[src/wisc_isa_pkg.sv]
// ISA definitions: data and register widths, instruction field widths, opcode and branch-condition enums
package wisc_isa_pkg;

	localparam int word_w  = 16;  // Datapath width
	localparam int reg_cnt = 16;  // Architectural registers, r0 reads zero
	localparam int reg_w   = 4;   // Register index width
	localparam int op_w    = 4;   // Opcode in bits 15:12
	localparam int cond_w  = 3;   // Branch condition, low bits of 11:8
	localparam int imm_w   = 8;   // LLB, LHB and BR immediate in 7:0
	localparam int shamt_w = 4;   // Shift amount or memory offset in 3:0

	typedef enum logic [op_w-1:0] {
		ADD  = 4'h0,  // Saturating
		SUB  = 4'h2,  // Saturating
		NAND = 4'h3,
		SLL  = 4'h5,
		SRL  = 4'h6,
		LW   = 4'h8,
		SW   = 4'h9,  // Stores the register named in 11:8
		LHB  = 4'ha,
		LLB  = 4'hb,
		BR   = 4'hc,
		HLT  = 4'hf
	} opcode_e;

	typedef enum logic [cond_w-1:0] {
		NE = 3'b000,
		EQ = 3'b001,
		GT = 3'b010,
		LT = 3'b011,
		GE = 3'b100,
		LE = 3'b101,
		OV = 3'b110,
		UN = 3'b111   // Unconditional
	} cond_e;

endpackage

[src/decode_unit.sv]
// Decode stage: field extraction, control decode, register file, scoreboard stall, ID/EX register
module decode_unit (
	input  logic                            clk,
	input  logic                            rst,
	input  logic [wisc_isa_pkg::word_w-1:0] instr,
	input  logic [wisc_isa_pkg::word_w-1:0] pc_in,
	input  logic                            valid_in,
	input  logic                            flush,
	input  logic                            mem_busy,
	input  logic                            wb_en,
	input  logic [wisc_isa_pkg::reg_w-1:0]  wb_reg,
	input  logic [wisc_isa_pkg::word_w-1:0] wb_data,
	output logic                            stall,
	output wisc_isa_pkg::opcode_e           op,
	output wisc_isa_pkg::cond_e             cond,
	output logic [wisc_isa_pkg::reg_w-1:0]  rd,
	output logic [wisc_isa_pkg::word_w-1:0] src_a,
	output logic [wisc_isa_pkg::word_w-1:0] src_b,
	output logic [wisc_isa_pkg::imm_w-1:0]  imm,
	output logic [wisc_isa_pkg::word_w-1:0] pc_out,
	output logic                            valid_out
);
	import wisc_isa_pkg::*;

	opcode_e           opc;
	logic [reg_w-1:0]  rd_f;
	logic [reg_w-1:0]  ra_idx;
	logic [reg_w-1:0]  rb_idx;
	logic              legal;
	logic              use_a;
	logic              use_b;
	logic              writes;
	logic [word_w-1:0] rf [reg_cnt];
	logic [word_w-1:0] rd_a;
	logic [word_w-1:0] rd_b;
	logic [1:0]        sb_v;         // Entry 0 is ID/EX, entry 1 is EX/MEM
	logic [reg_w-1:0]  sb_reg [2];
	logic              hit_a;
	logic              hit_b;
	logic              issue;

	assign opc  = opcode_e'(instr[15:12]);
	assign rd_f = instr[11:8];

	always_comb begin
		legal  = 1'b1;
		use_a  = 1'b0;
		use_b  = 1'b0;
		writes = 1'b0;
		ra_idx = instr[7:4];
		rb_idx = instr[3:0];
		case (opc)
			ADD, SUB, NAND: begin
				use_a  = 1'b1;
				use_b  = 1'b1;
				writes = 1'b1;
			end
			SLL, SRL, LW: begin
				use_a  = 1'b1;  // Low nibble is shift or offset
				writes = 1'b1;
			end
			SW: begin
				use_a  = 1'b1;
				use_b  = 1'b1;
				rb_idx = rd_f;  // Store data register
			end
			LHB, LLB: begin
				use_a  = 1'b1;
				ra_idx = rd_f;  // Merge keeps the other byte of rd
				writes = 1'b1;
			end
			BR, HLT: ;
			default: legal = 1'b0;  // Unknown opcodes retire silently
		endcase
	end

	// Write-before-read through the bypass
	assign rd_a = (ra_idx == '0) ? '0 : (wb_en && wb_reg == ra_idx) ? wb_data : rf[ra_idx];
	assign rd_b = (rb_idx == '0) ? '0 : (wb_en && wb_reg == rb_idx) ? wb_data : rf[rb_idx];

	always_ff @(posedge clk) begin
		if (wb_en)
			rf[wb_reg] <= wb_data;
	end

	assign hit_a = (sb_v[0] && sb_reg[0] == ra_idx) || (sb_v[1] && sb_reg[1] == ra_idx);
	assign hit_b = (sb_v[0] && sb_reg[0] == rb_idx) || (sb_v[1] && sb_reg[1] == rb_idx);
	assign stall = valid_in & ((use_a & hit_a) | (use_b & hit_b));
	assign issue = valid_in & legal & ~stall & ~flush;

	always_ff @(posedge clk) begin
		if (rst) begin
			sb_v      <= '0;
			valid_out <= 1'b0;
		end else if (~mem_busy) begin
			sb_v[1]   <= sb_v[0];
			sb_v[0]   <= issue & writes & (rd_f != '0);
			valid_out <= issue;  // Bubble on stall or flush
		end
	end

	always_ff @(posedge clk) begin
		if (~mem_busy) begin
			sb_reg[1] <= sb_reg[0];
			sb_reg[0] <= rd_f;
			op        <= opc;
			cond      <= cond_e'(instr[8 +: cond_w]);
			rd        <= rd_f;
			src_a     <= rd_a;
			src_b     <= rd_b;
			imm       <= instr[imm_w-1:0];
			pc_out    <= pc_in;
		end
	end

endmodule

[config.mk]
export PLATFORM = sky130hd
export DESIGN_NAME = decode_unit
export DESIGN_NICKNAME = d
export VERILOG_FILES = /design/src/wisc_isa_pkg.sv /design/src/decode_unit.sv
export SDC_FILE = /design/constraint.sdc
export NUM_CORES = 1
export LEC_CHECK = 0
export BUFFER_PORTS_ARGS = -buffer_cell sky130_fd_sc_hd__buf_2
export CAP_MARGIN = 20
export CORE_AREA = 5 5 183 185
export DETAILED_ROUTE_END_ITERATION = 16
export DIE_AREA = 0 0 188 190
export GPL_TIMING_DRIVEN = 0
export PLACE_DENSITY = 0.8
export SETUP_SLACK_MARGIN = 0.2
export SLEW_MARGIN = 20
export SYNTH_ARGS = -nofsm -noshare
export SYNTH_HDL_FRONTEND = slang
export SYNTH_SLANG_ARGS = --single-unit
[constraint.sdc]
create_clock -name clk -period 2.9 [get_ports clk]
set_input_delay 0.58 -clock clk [delete_from_list [all_inputs] [get_ports clk]]
set_output_delay 0.58 -clock clk [all_outputs]
set_load 0.1 [all_outputs]
Word level (Yosys, flattened, before mapping)
Memory sizes are Yosys's and may differ from the RTL's. A register that Yosys moved wholly into a read port is not among the register bits.
Index checks and enable logic that the tools add are counted.
- memories kept: 2
- bits in writable memories: 264
- input bits: 58
- output and inout bits: 69
- register bits: 38
- word-level logic and storage cells: 60
- memory list (name ; depth ; width ; rd ports ; clocked after Yosys merged registers in ; wr ports ; RTL line ; RTL):
    rf ; 16 ; 16 ; 2 ; 2 ; 1 ; decode_unit.sv:33 ; logic [word_w-1:0] rf [reg_cnt];
    sb_reg ; 2 ; 4 ; 2 ; 0 ; 2 ; decode_unit.sv:37 ; logic [reg_w-1:0] sb_reg [2];
- bitwise operators: 11
- muxes and demuxes: 9
- equality and inequality tests: 14
- reductions and logical operators: 17
- operators by type and width (kind ; number):
    == test 4 bit, second input constant ; 6
    == test 4 bit ; 4
    logical NOT 4 bit ; 3
    OR reduction 11 bit ; 1
    OR reduction 9 bit ; 1
    AND 1 bit ; 8
    == test 4 x 2 -> 1 bit, second input constant ; 2
    == test 4 x 3 -> 1 bit, second input constant ; 2
    two-way mux 4 bit ; 2
    OR reduction 8 bit ; 1
    two-way mux 1 bit ; 7
    logical AND 1 bit ; 4
    nonzero test 4 bit ; 1
    OR reduction 4 bit ; 1
    logical NOT 1 bit ; 2
    logical OR 1 bit ; 2
    inverter 1 bit ; 2
    OR reduction 2 bit ; 1
    OR 1 bit ; 1

Logic depth before layout (Yosys ltp)
Gate-level depths: netlist of run 1.
- depth in word-level cells: 14
- mapped depth: 12
- mapped depth without buffers: 7

Worst setup path after synthesis of run 1
OpenSTA, ideal clock, no wires.
- kind: input-to-output
- start point: input port instr[15] in the netlist's numbering
- end point: output port stall
- cell stages on the path: 9
- buffers on the path: 3
- arrival time: 3.393 ns
- setup slack: -1.073 ns
- cells stage by stage: buf_4 nand4bb_1 buf_6 mux2i_4 buf_2 nor2_1 o41ai_1 a21oi_1 nor2b_1
- cells in the longest elaborated chain, start to end: 9
- ends and longest elaborated chain (item ; RTL line ; RTL):
    start: declaration ; decode_unit.sv:5 ; input logic [wisc_isa_pkg::word_w-1:0] instr,
    == test 4 bit ; decode_unit.sv:52 ; case (opc)
    OR reduction 2 bit ; -- ;
    two-way mux 4 bit ; decode_unit.sv:52 ;
    == test 4 bit ; decode_unit.sv:86 ; assign hit_a = (sb_v[0] && sb_reg[0] == ra_idx) || (sb_v[1] && sb_reg[1] == ra_idx);
    logical AND 1 bit ; decode_unit.sv:86 ;
    logical OR 1 bit ; decode_unit.sv:86 ;
    AND 1 bit ; decode_unit.sv:88 ; assign stall = valid_in & ((use_a & hit_a) | (use_b & hit_b));
    OR 1 bit * ; decode_unit.sv:88 ;
    AND 1 bit * ; decode_unit.sv:88 ;
    end: declaration ; decode_unit.sv:13 ; output logic stall,
Mark *: on every way between the ends. The rest lies on a longest branch, timed or not.

Worst setup path after layout of run 1
- start point: input port instr[13] in the netlist's numbering
- end point: output port stall
The elaborated chain is that of the path after synthesis.

==> flow_metrics.py, run 1 <==
metrics = {
    "outcome": {
        "status": "finished, violations left",
        "violations": "setup timing",
    },
    "die": {
        "die_y_um": 190,
        "row_count": 66,
        "ios": 127,
        "coreArea_um2": 31900,
        "start_util_pct": 48.8,
        "dieArea_um2": 35700,
        "die_w_um": 188,
    },
    "yosys": {
        "synthArstFlopShare_pct": 0,
        "synth_xor_area_share_pct": 1.35,
        "synth-simple-area-share_pct": 13.4,
        "synthesis.nets": 1247,
        "synth_top_area_share_pct": 62.6,
        "yosys_warnings": 0,
        "ys_seq_area_share_pct": 63.0,
        "synth_top_family_by_area": "simple AND/OR/NAND/NOR gates",
        "yosysTopAreaCell": "edfxtp_1",
        "syn_avg_cell_area_um2": 13.1,
        "postSynthCellCount": 1189,
        "ys_types": 51,
        "synth_edf_count": 324,
        "yosys.area_share.adder_pct": 0,
        "synth-main-ff-cell": "edfxtp_1",
        "synth_seq_cells": 327,
        "synth_mux_area_share_pct": 10.9,
        "synthTopCellsByArea": "edfxtp_1, nand2_1, mux4_2, mux2i_1, a32oi_1",
        "syn_area_um2": 15500,
        "synth_compound_area_share_pct": 8.34,
    },
    "cts": {
        "cts_root_buf": "clkbuf_16",
        "worst_skew_pair.late_latency_ns": 0.53,
        "cts_max_level": 2,
        "path_clk_slew_ns": 0.06,
        "clockBufferDepth": 3,
        "tritoncts": "done",
        "cts_buffers": 35,
        "cts.sinks": 327,
    },
    "routing": {
        "drt_pass1_iterations": 8,
        "drcViolationCount": 0,
        "vias_per_cell": 6.70,
        "routedWlPerCell_um": 27.4,
        "routed_wl_mm": 50.5,
        "postRouteAntennaNets": 0,
        "drt_iter0_markers": 2097,
        "num_vias": 12348,
    },
    "critical_path": {
        "path_class": "in -> out",
        "path_max_fanout": 4,
        "critPathLaunchType": "primary input",
        "endpoint_kind": "output port",
        "cp.required_ns": 2.32,
        "reg2reg_from": "cond[1]",
        "arrival_ns": 2.43,
        "crit_start": "instr[13]",
    },
    "grt": {
        "antenna_found_initial": 2,
        "grt_max_degree": 40,
        "grt-ovfl-total": 0,
        "grt.total_usage_pct": 26.5,
        "grt_first_pass_wirelength_mm": 71.6,
        "grt_pass1_vias": 11986,
    },
    "sta": {
        "tns_ns": -0.114,
        "fin_skew_ns": 0.0219,
        "fin_crit_ns": 3.01,
        "timing.fmax_mhz": 332,
        "rsz0062_at_grt": "yes",
        "drv_slew": 0,
        "hold_viol": 0,
        "tightest_slew_ns": 0.745,
        "fin_crit_sh_pct": 104,
        "finalSetupViolCount": 1,
        "fin_hold_ws_ns": 0.237,
        "setup_ws_ns": -0.114,
        "max_slew_margin_pct": 50.2,
    },
    "final_layout": {
        "largest_reg_flops": 256,
        "regArea_um2": 9790,
        "fin_util_pct": 59.3,
        "largest_register": "rf",
        "n_fill_cell": 2364,
        "syn_to_final_growth_pct": 21.6,
        "drive_gt1_share_pct": 30.5,
        "multiInputGateArea_um2": 5590,
        "final_nets": 1471,
    },
    "place": {
        "place_congestion": 0.956,
        "dp_hpwl_mm": 33.4,
        "io_buffers": 124,
    },
    "hold_path": {
        "hold_path.class": "in -> reg",
        "hold_start": "pc_in[10]",
    },
    "run": {
        "maxCapViolations": 0,
    },
    "power_and_ir_drop": {
        "power_density_nw_per_um2": 642,
        "irDropWorstVdd_mv": 0.506,
        "leakage_uw": 0.00705,
    },
}
Yosys cell counts, types with 2 or more instances:
cell type  instances
buf_2             21
a32oi_1           64
buf_4             16
and3_1            80
a221o_1           16
o2bb2ai_1         16
xor2_1             3
clkbuf_1          47
o21ai_0           45
inv_1              5
mux2i_1           71
a32o_1             2
buf_1              2
nand2b_1          11
nor2_1            26
nand3b_1           6
a21oi_1           13
o2111ai_1          3
edfxtp_1         324
nand4_1           19
mux2i_4            3
o211ai_1           3
nor2b_1            9
mux4_2            32
mux2_2            18
and2_1             2
nor3_1             6
a21oi_2            2
xnor2_1           21
nand2_1          268
dfxtp_1            3
or2_2              3
or3_1              2
buf_6              3
nand3_1            7
a31oi_1            2
cell type report:
cell class	instances	share of cell area [%]
Sequential cell	327	51.8
Multi-Input combinational cell	767	29.6
Timing Repair Buffer	187	6.52
Clock buffer	39	4.83
Buffer	90	3.32
Tap cell	408	2.70
Clock inverter	20	1.12
Inverter	5	0.113
Antenna cell	1	0.0132
routing by layer:
layer | up-vias | routed length (um) | GRT usage (%)
met3 | 274 | 7120 | 7.45
met4 | 4 | 3600 | 15.9
li1 | 5021 | - | -
met5 | - | 26 | 0
met2 | 1182 | 22300 | 40.6
met1 | 5867 | 17500 | 33.8
timing repair:
action,in CTS,in global routing
cloned,1,1
hold buffers,0,0
endpoints found under the setup margin,33,33
pin swaps,7,9
resized for setup,51,121
setup buffers,21,20
cell usage in the layout, fill, tap and decap left out, drive strengths merged, types with 18 or more instances in the layout:
cell,n
a32oi,64
and3,80
buf,233
clkbuf,83
edfxtp,324
mux2,18
mux2i,74
mux4,32
nand2,268
nand4,19
nor2,26
o21ai,45
xnor2,21
report_power, final:
group          internal (uW)  switching [uW]
clock                   2620            1840
sequential              5400            76.6
combinational            607            1600
total                   8630            3520
path summary, 6_finish.rpt:
kind / end / slack, ns / depth (start not counted)
setup reg to reg: sb_v[0] / 0.72 / 8
setup / recovery: stall / -0.11 / 11
hold / removal: pc_out[10] / 0.24 / 1
hold reg to reg: valid_out / 0.47 / 1
per-stage QoR:
step	area (um2)	power [uW]	worst slack, ns	std cells
2_1_floorplan	15600	6980	-0.123	1189
3_3_place_gp	16800	7520	-1.08	1721
3_5_place_dp	17000	7570	-1.06	1741
4_1_cts	18500	12000	-0.131	1822
5_1_grt	18900	12400	-0.211	1843
6_report	18900	12100	-0.114	1844
kinds of logic (layout without fill, tap and decap cells):
group                     after synthesis  after routing
AOI/OAI and AO/OA                     172            172
other                                   0              1
buffers and inverters                  95            341
muxes                                 124            124
and+or+nand+nor                       447            447
DFF                                   327            327
xor gates and xnor gates               24             24
critical path, cell delays in order:
cell	delay [ns]
buf_6	0.10
buf_6	0.11
nand4bb_1	0.19
buf_6	0.17
mux2i_4	0.21
buf_8	0.13
nor2_1	0.04
o41ai_2	0.43
a21oi_2	0.14
nor2b_4	0.15
buf_12	0.18
Power figures use the tool's default switching activity.
==> run 2, diff against run 1 <==
Settings changed: BUFFER_PORTS_ARGS -buffer_cell sky130_fd_sc_hd__buf_2 to not set, DONT_BUFFER_PORTS set to 1, PLACE_DENSITY 0.8 to 0.77.
==> flow_metrics.py, run 2 (same netlist as run 1, synthesis figures left out) <==
metrics = {
    "power_and_ir_drop": {
        "leakage_uw": 0.00641,
        "switchingPower_uw": 3370,
        "combPwrFrac_pct": 10.9,
        "power_density_nw_per_um2": 659,
        "swShare_pct": 28.6,
        "intPower_uw": 8430,
        "clkPwrFrac_pct": 37.3,
        "seqPwrFrac_pct": 51.8,
        "irDropWorstVdd_mv": 0.546,
        "total_power_uw": 11800,
    },
    "place": {
        "numPlacedInstances": 1617,
        "place_congestion": 0.935,
        "dp_hpwl_mm": 32.6,
        "post_dp_cell_area_um2": 16400,
        "io_buffers": 0,
    },
    "cts": {
        "cts_root_buf": "clkbuf_16",
        "cts_max_level": 2,
        "cts.sinks": 327,
        "cts_buffers": 36,
        "path_clk_slew_ns": 0.05,
        "clockBufferDepth": 3,
        "tritoncts": "done",
        "worst_skew_pair.late_latency_ns": 0.53,
        "postCtsHoldBufs": 0,
    },
    "routing": {
        "wl_met2_mm": 21.6,
        "top_layer": "met4",
        "vias_per_cell": 6.73,
        "routed_wl_mm": 47.8,
        "wl_met1_mm": 16.8,
        "routedWlPerCell_um": 28.1,
        "drcViolationCount": 0,
        "wl_met3_mm": 6.42,
        "num_vias": 11449,
        "postRouteAntennaNets": 0,
        "drt_pass1_iterations": 6,
        "drt_iter0_markers": 1600,
    },
    "final_layout": {
        "syn_to_final_growth_pct": 15.3,
        "multiInputGateArea_um2": 5490,
        "largest_register": "rf",
        "regArea_um2": 9790,
        "n_fill_cell": 2476,
        "final_nets": 1325,
        "drive_gt1_share_pct": 20.6,
        "final_common_cell": "edfxtp_1",
        "n_antenna_cell": 0,
        "largest_reg_flops": 256,
        "final_cells": 1702,
        "most-common-layout-cells": "edfxtp_1, nand2_1, and3_1",
        "fin_util_pct": 56.3,
        "final_area_um2": 17900,
    },
    "die": {
        "die_w_um": 188,
        "ios": 127,
        "coreArea_um2": 31900,
        "start_util_pct": 48.8,
        "row_count": 66,
        "die_y_um": 190,
        "dieArea_um2": 35700,
    },
    "sta": {
        "tightest_slew_ns": 0.985,
        "fin_crit_ns": 3.22,
        "drv_slew": 0,
        "fin_skew_ns": 0.0199,
        "hold_viol": 0,
        "finalSetupViolCount": 1,
        "rsz0062_at_grt": "yes",
        "fin_crit_sh_pct": 111,
        "setup_ws_ns": -0.320,
        "fin_hold_ws_ns": 0.136,
        "timing.fmax_mhz": 311,
        "max_slew_margin_pct": 34.2,
    },
    "critical_path": {
        "crit_chain": "xnor2_1 > o2111ai_1 > mux2i_1 > nand3_1 > a222oi_1 > a21oi_2 > nor2b_4",
        "cp_num_buf_inv": 0,
        "crit_start": "sb_reg[0][5]",
        "reg2reg_from": "sb_reg[0][5]",
        "max_stage_delay_ns": 0.52,
        "cp.required_ns": 2.32,
        "cp_slowest_cell": "nor2b_4",
        "critPathLaunchType": "flop",
        "path_max_fanout": 3,
        "path_class": "reg -> out",
        "endpoint_kind": "output port",
        "path_delay_family": "compound AO/OA/AOI/OAI gates",
        "arrival_ns": 2.64,
    },
    "grt": {
        "grt_max_degree": 43,
        "grt_first_pass_wirelength_mm": 69.4,
        "grt-ovfl-total": 0,
        "grt_pass1_vias": 11273,
        "grt.total_usage_pct": 25.8,
        "antenna_found_initial": 0,
    },
    "outcome": {
        "violations": "setup timing",
        "status": "finished, violations left",
    },
    "hold_path": {
        "hold_start": "rst",
        "hold_path.class": "in -> reg",
    },
    "run": {
        "maxCapViolations": 0,
    },
}
-- run 2: cell count changes in the layout (fill, tap and decap cells not counted), moves of 4 or more --
cell	before	now
buf_6	30	17
and3_1	69	80
buf_2	132	11
clkbuf_1	10	22
o21ai_1	1	6
buf_4	60	37
clkinv_2	4	8
and3_4	11	0
-- run 2: layout make-up --
type	instances	share of cell area, %
buffer	90	3.21
clock buffer	45	5.38
clock inverter	20	0.935
inverter	5	0.119
multi-input combinational	767	30.6
sequential	327	54.6
tap	408	2.85
timing repair buffer	40	2.32
-- run 2: final timing paths --
kind,end,cells after the start,slack [ns]
setup / recovery,stall,7,-0.32
hold / removal,sb_v[1],1,0.14
setup reg to reg,sb_v[0],8,0.83
hold reg to reg,sb_v[0],1,0.56
-- run 2: metal layers --
| layer | up-vias | track usage (%) |
|---|---|---|
| met5 | - | 0 |
| met4 | 0 | 13.8 |
| met1 | 5518 | 32.6 |
| li1 | 4722 | - |
| met3 | 192 | 7.12 |
| met2 | 1017 | 41.0 |
-- run 2: power groups by stage --
| stage | combinational [uW] | sequential (uW) | clock [uW] |
|---|---|---|---|
| after global placement | 1120 | 6220 | 0 |
| final | 1290 | 6120 | 4400 |
| after global routing | 1340 | 6130 | 4650 |
| after detailed placement | 1170 | 6210 | 0 |
| after CTS | 1220 | 6120 | 4450 |
| after floorplan | 797 | 6180 | 0 |
-- run 2: what timing repair did --
action / in CTS / in global routing
hold endpoints to repair: 0 / 0
endpoints found under the setup margin: 33 / 32
buffers inserted: 12 / 8
gates resized for setup: 43 / 44
pin swaps: 4 / 5
-- run 2: stage by stage --
stage	setup TNS, ns	setup WS [ns]
3_5_place_dp	-20.56	-0.839
3_3_place_gp	-76.05	-1.06
6_report	-0.320	-0.320
5_1_grt	-0.430	-0.430
2_1_floorplan	-0.123	-0.123
4_1_cts	-0.303	-0.303
==> run 3, diff against run 2 <==
Clock period 2.9 ns to 2.82 ns, I/O delays scaled along.
==> flow_metrics.py, run 3 (same netlist as run 1, synthesis figures left out) <==
metrics = {
    "final_layout": {
        "drive_gt1_share_pct": 21.1,
        "final_area_um2": 18100,
        "syn_to_final_growth_pct": 16.4,
        "n_antenna_cell": 0,
        "final_cells": 1710,
        "most-common-layout-cells": "edfxtp_1, nand2_1, and3_1",
        "largest_register": "rf",
        "final_common_cell": "edfxtp_1",
        "largest_reg_flops": 256,
        "final_nets": 1333,
    },
    "critical_path": {
        "max_stage_delay_ns": 0.52,
        "arrival_ns": 2.66,
        "path_common_cell": "buf_6",
        "cp_slowest_cell": "nor2b_4",
        "path_delay_family": "simple AND/OR/NAND/NOR gates",
        "crit_chain": "buf_6 > nand4bb_1 > buf_6 > mux2i_4 > buf_12 > nor2_1 > o41ai_2 > a21oi_2 > nor2b_4",
        "path_max_fanout": 10,
        "cp.required_ns": 2.26,
        "endpoint_kind": "output port",
        "path_class": "in -> out",
        "cp_num_buf_inv": 3,
        "critPathLaunchType": "primary input",
    },
    "cts": {
        "clockBufferDepth": 3,
        "cts_root_buf": "clkbuf_16",
        "worst_skew_pair.late_latency_ns": 0.54,
        "cts_buffers": 36,
        "tritoncts": "done",
        "postCtsHoldBufs": 0,
        "cts.sinks": 327,
        "cts_max_level": 2,
        "path_clk_slew_ns": 0.05,
    },
    "grt": {
        "antenna_found_initial": 0,
        "grt.total_usage_pct": 25.9,
        "grt_first_pass_wirelength_mm": 69.7,
        "grt-ovfl-total": 0,
        "grt_pass1_vias": 11319,
        "grt_max_degree": 43,
    },
    "routing": {
        "drt_pass1_iterations": 6,
        "routed_wl_mm": 48.7,
        "drt_iter0_markers": 1766,
        "routedWlPerCell_um": 28.5,
        "postRouteAntennaNets": 0,
        "num_vias": 11506,
        "vias_per_cell": 6.73,
        "drcViolationCount": 0,
    },
    "power_and_ir_drop": {
        "clkPwrFrac_pct": 37.2,
        "swShare_pct": 28.7,
        "power_density_nw_per_um2": 674,
        "combPwrFrac_pct": 11.2,
        "irDropWorstVdd_mv": 0.563,
        "seqPwrFrac_pct": 51.6,
        "intPower_uw": 8700,
        "switchingPower_uw": 3500,
        "leakage_uw": 0.00649,
    },
    "place": {
        "dp_hpwl_mm": 32.6,
        "numPlacedInstances": 1617,
        "dp_slack_ns": -0.903,
        "post_dp_cell_area_um2": 16400,
        "place_congestion": 0.935,
        "io_buffers": 0,
    },
    "sta": {
        "tightest_slew_ns": 0.985,
        "finalSetupViolCount": 1,
        "timing.fmax_mhz": 310,
        "hold_viol": 0,
        "tns_ns": -0.402,
        "rsz0062_at_grt": "yes",
        "fin_crit_ns": 3.22,
        "fin_skew_ns": 0.0221,
        "fin_crit_sh_pct": 114,
        "max_slew_margin_pct": 34.2,
        "drv_slew": 0,
        "setup_ws_ns": -0.402,
    },
    "die": {
        "die_w_um": 188,
        "die_y_um": 190,
        "start_util_pct": 48.8,
        "ios": 127,
        "dieArea_um2": 35700,
        "coreArea_um2": 31900,
        "row_count": 66,
    },
    "hold_path": {
        "hold_path.class": "in -> reg",
    },
    "run": {
        "maxCapViolations": 0,
    },
    "outcome": {
        "status": "finished, violations left",
        "violations": "setup timing",
    },
}
-- run 3: timing repair --
item | CTS | global route
gates cloned | 0 | 1
resized for setup | 60 | 47
buffers inserted | 12 | 15
pin swaps | 4 | 12
setup endpoints to repair | 33 | 32
-- run 3: final timing paths --
path / cells past startpoint / endpoint / slack [ns] / startpoint
hold reg to reg: 1 / sb_v[0] / 0.55 / sb_v[0]
setup reg to reg: 8 / sb_v[0] / 0.76 / sb_reg[0][5]
hold / removal: 1 / sb_v[1] / 0.12 / rst
setup / recovery: 9 / stall / -0.40 / instr[13]
-- run 3: cell type report --
| class | count | area, um2 |
|---|---|---|
| Clock buffer | 45 | 965 |
| Sequential cell | 327 | 9790 |
| Tap cell | 408 | 510 |
| Inverter | 5 | 21.3 |
| Timing Repair Buffer | 48 | 513 |
| Clock inverter | 20 | 168 |
| Multi-Input combinational cell | 767 | 5520 |
| Buffer | 90 | 621 |
| Fill cell | 2445 | 13800 |
-- run 3: routing by layer --
layer,vias to the layer above,global-route usage (%),wire [um]
li1,4741,-,-
met1,5570,32.6,17100
met2,990,40.9,22000
met3,205,7.14,6500
met4,0,14.4,3100
met5,-,0,0
-- run 3: worst reg2reg max path, stage by stage, from the launching register on --
cell and delay (ns):
edfxtp_1 0.47, xnor2_1 0.26, o2111ai_1 0.14, mux2i_1 0.15
nand3_1 0.09, a222oi_1 0.37, a21oi_2 0.09, buf_4 0.16
a32o_1 0.21
-- run 3: power by group through the flow --
stage	clock network (uW)	registers [uW]	logic, uW
2_1_floorplan	0	6350	819
3_3_place_gp	0	6390	1160
3_5_place_dp	0	6390	1200
4_1_cts	4570	6290	1260
5_1_grt	4800	6300	1420
6_report	4540	6290	1370
-- run 3: through the flow --
step / hold slack, ns / total power (uW) / util (%)
2_1_floorplan: 0.478 / 7170 / -
3_3_place_gp: 0.502 / 7550 / 50.6
3_5_place_dp: 0.523 / 7590 / 51.5
4_1_cts: 0.110 / 12100 / 56.0
5_1_grt: 0.111 / 12500 / 56.8
6_report: 0.118 / 12200 / 56.8
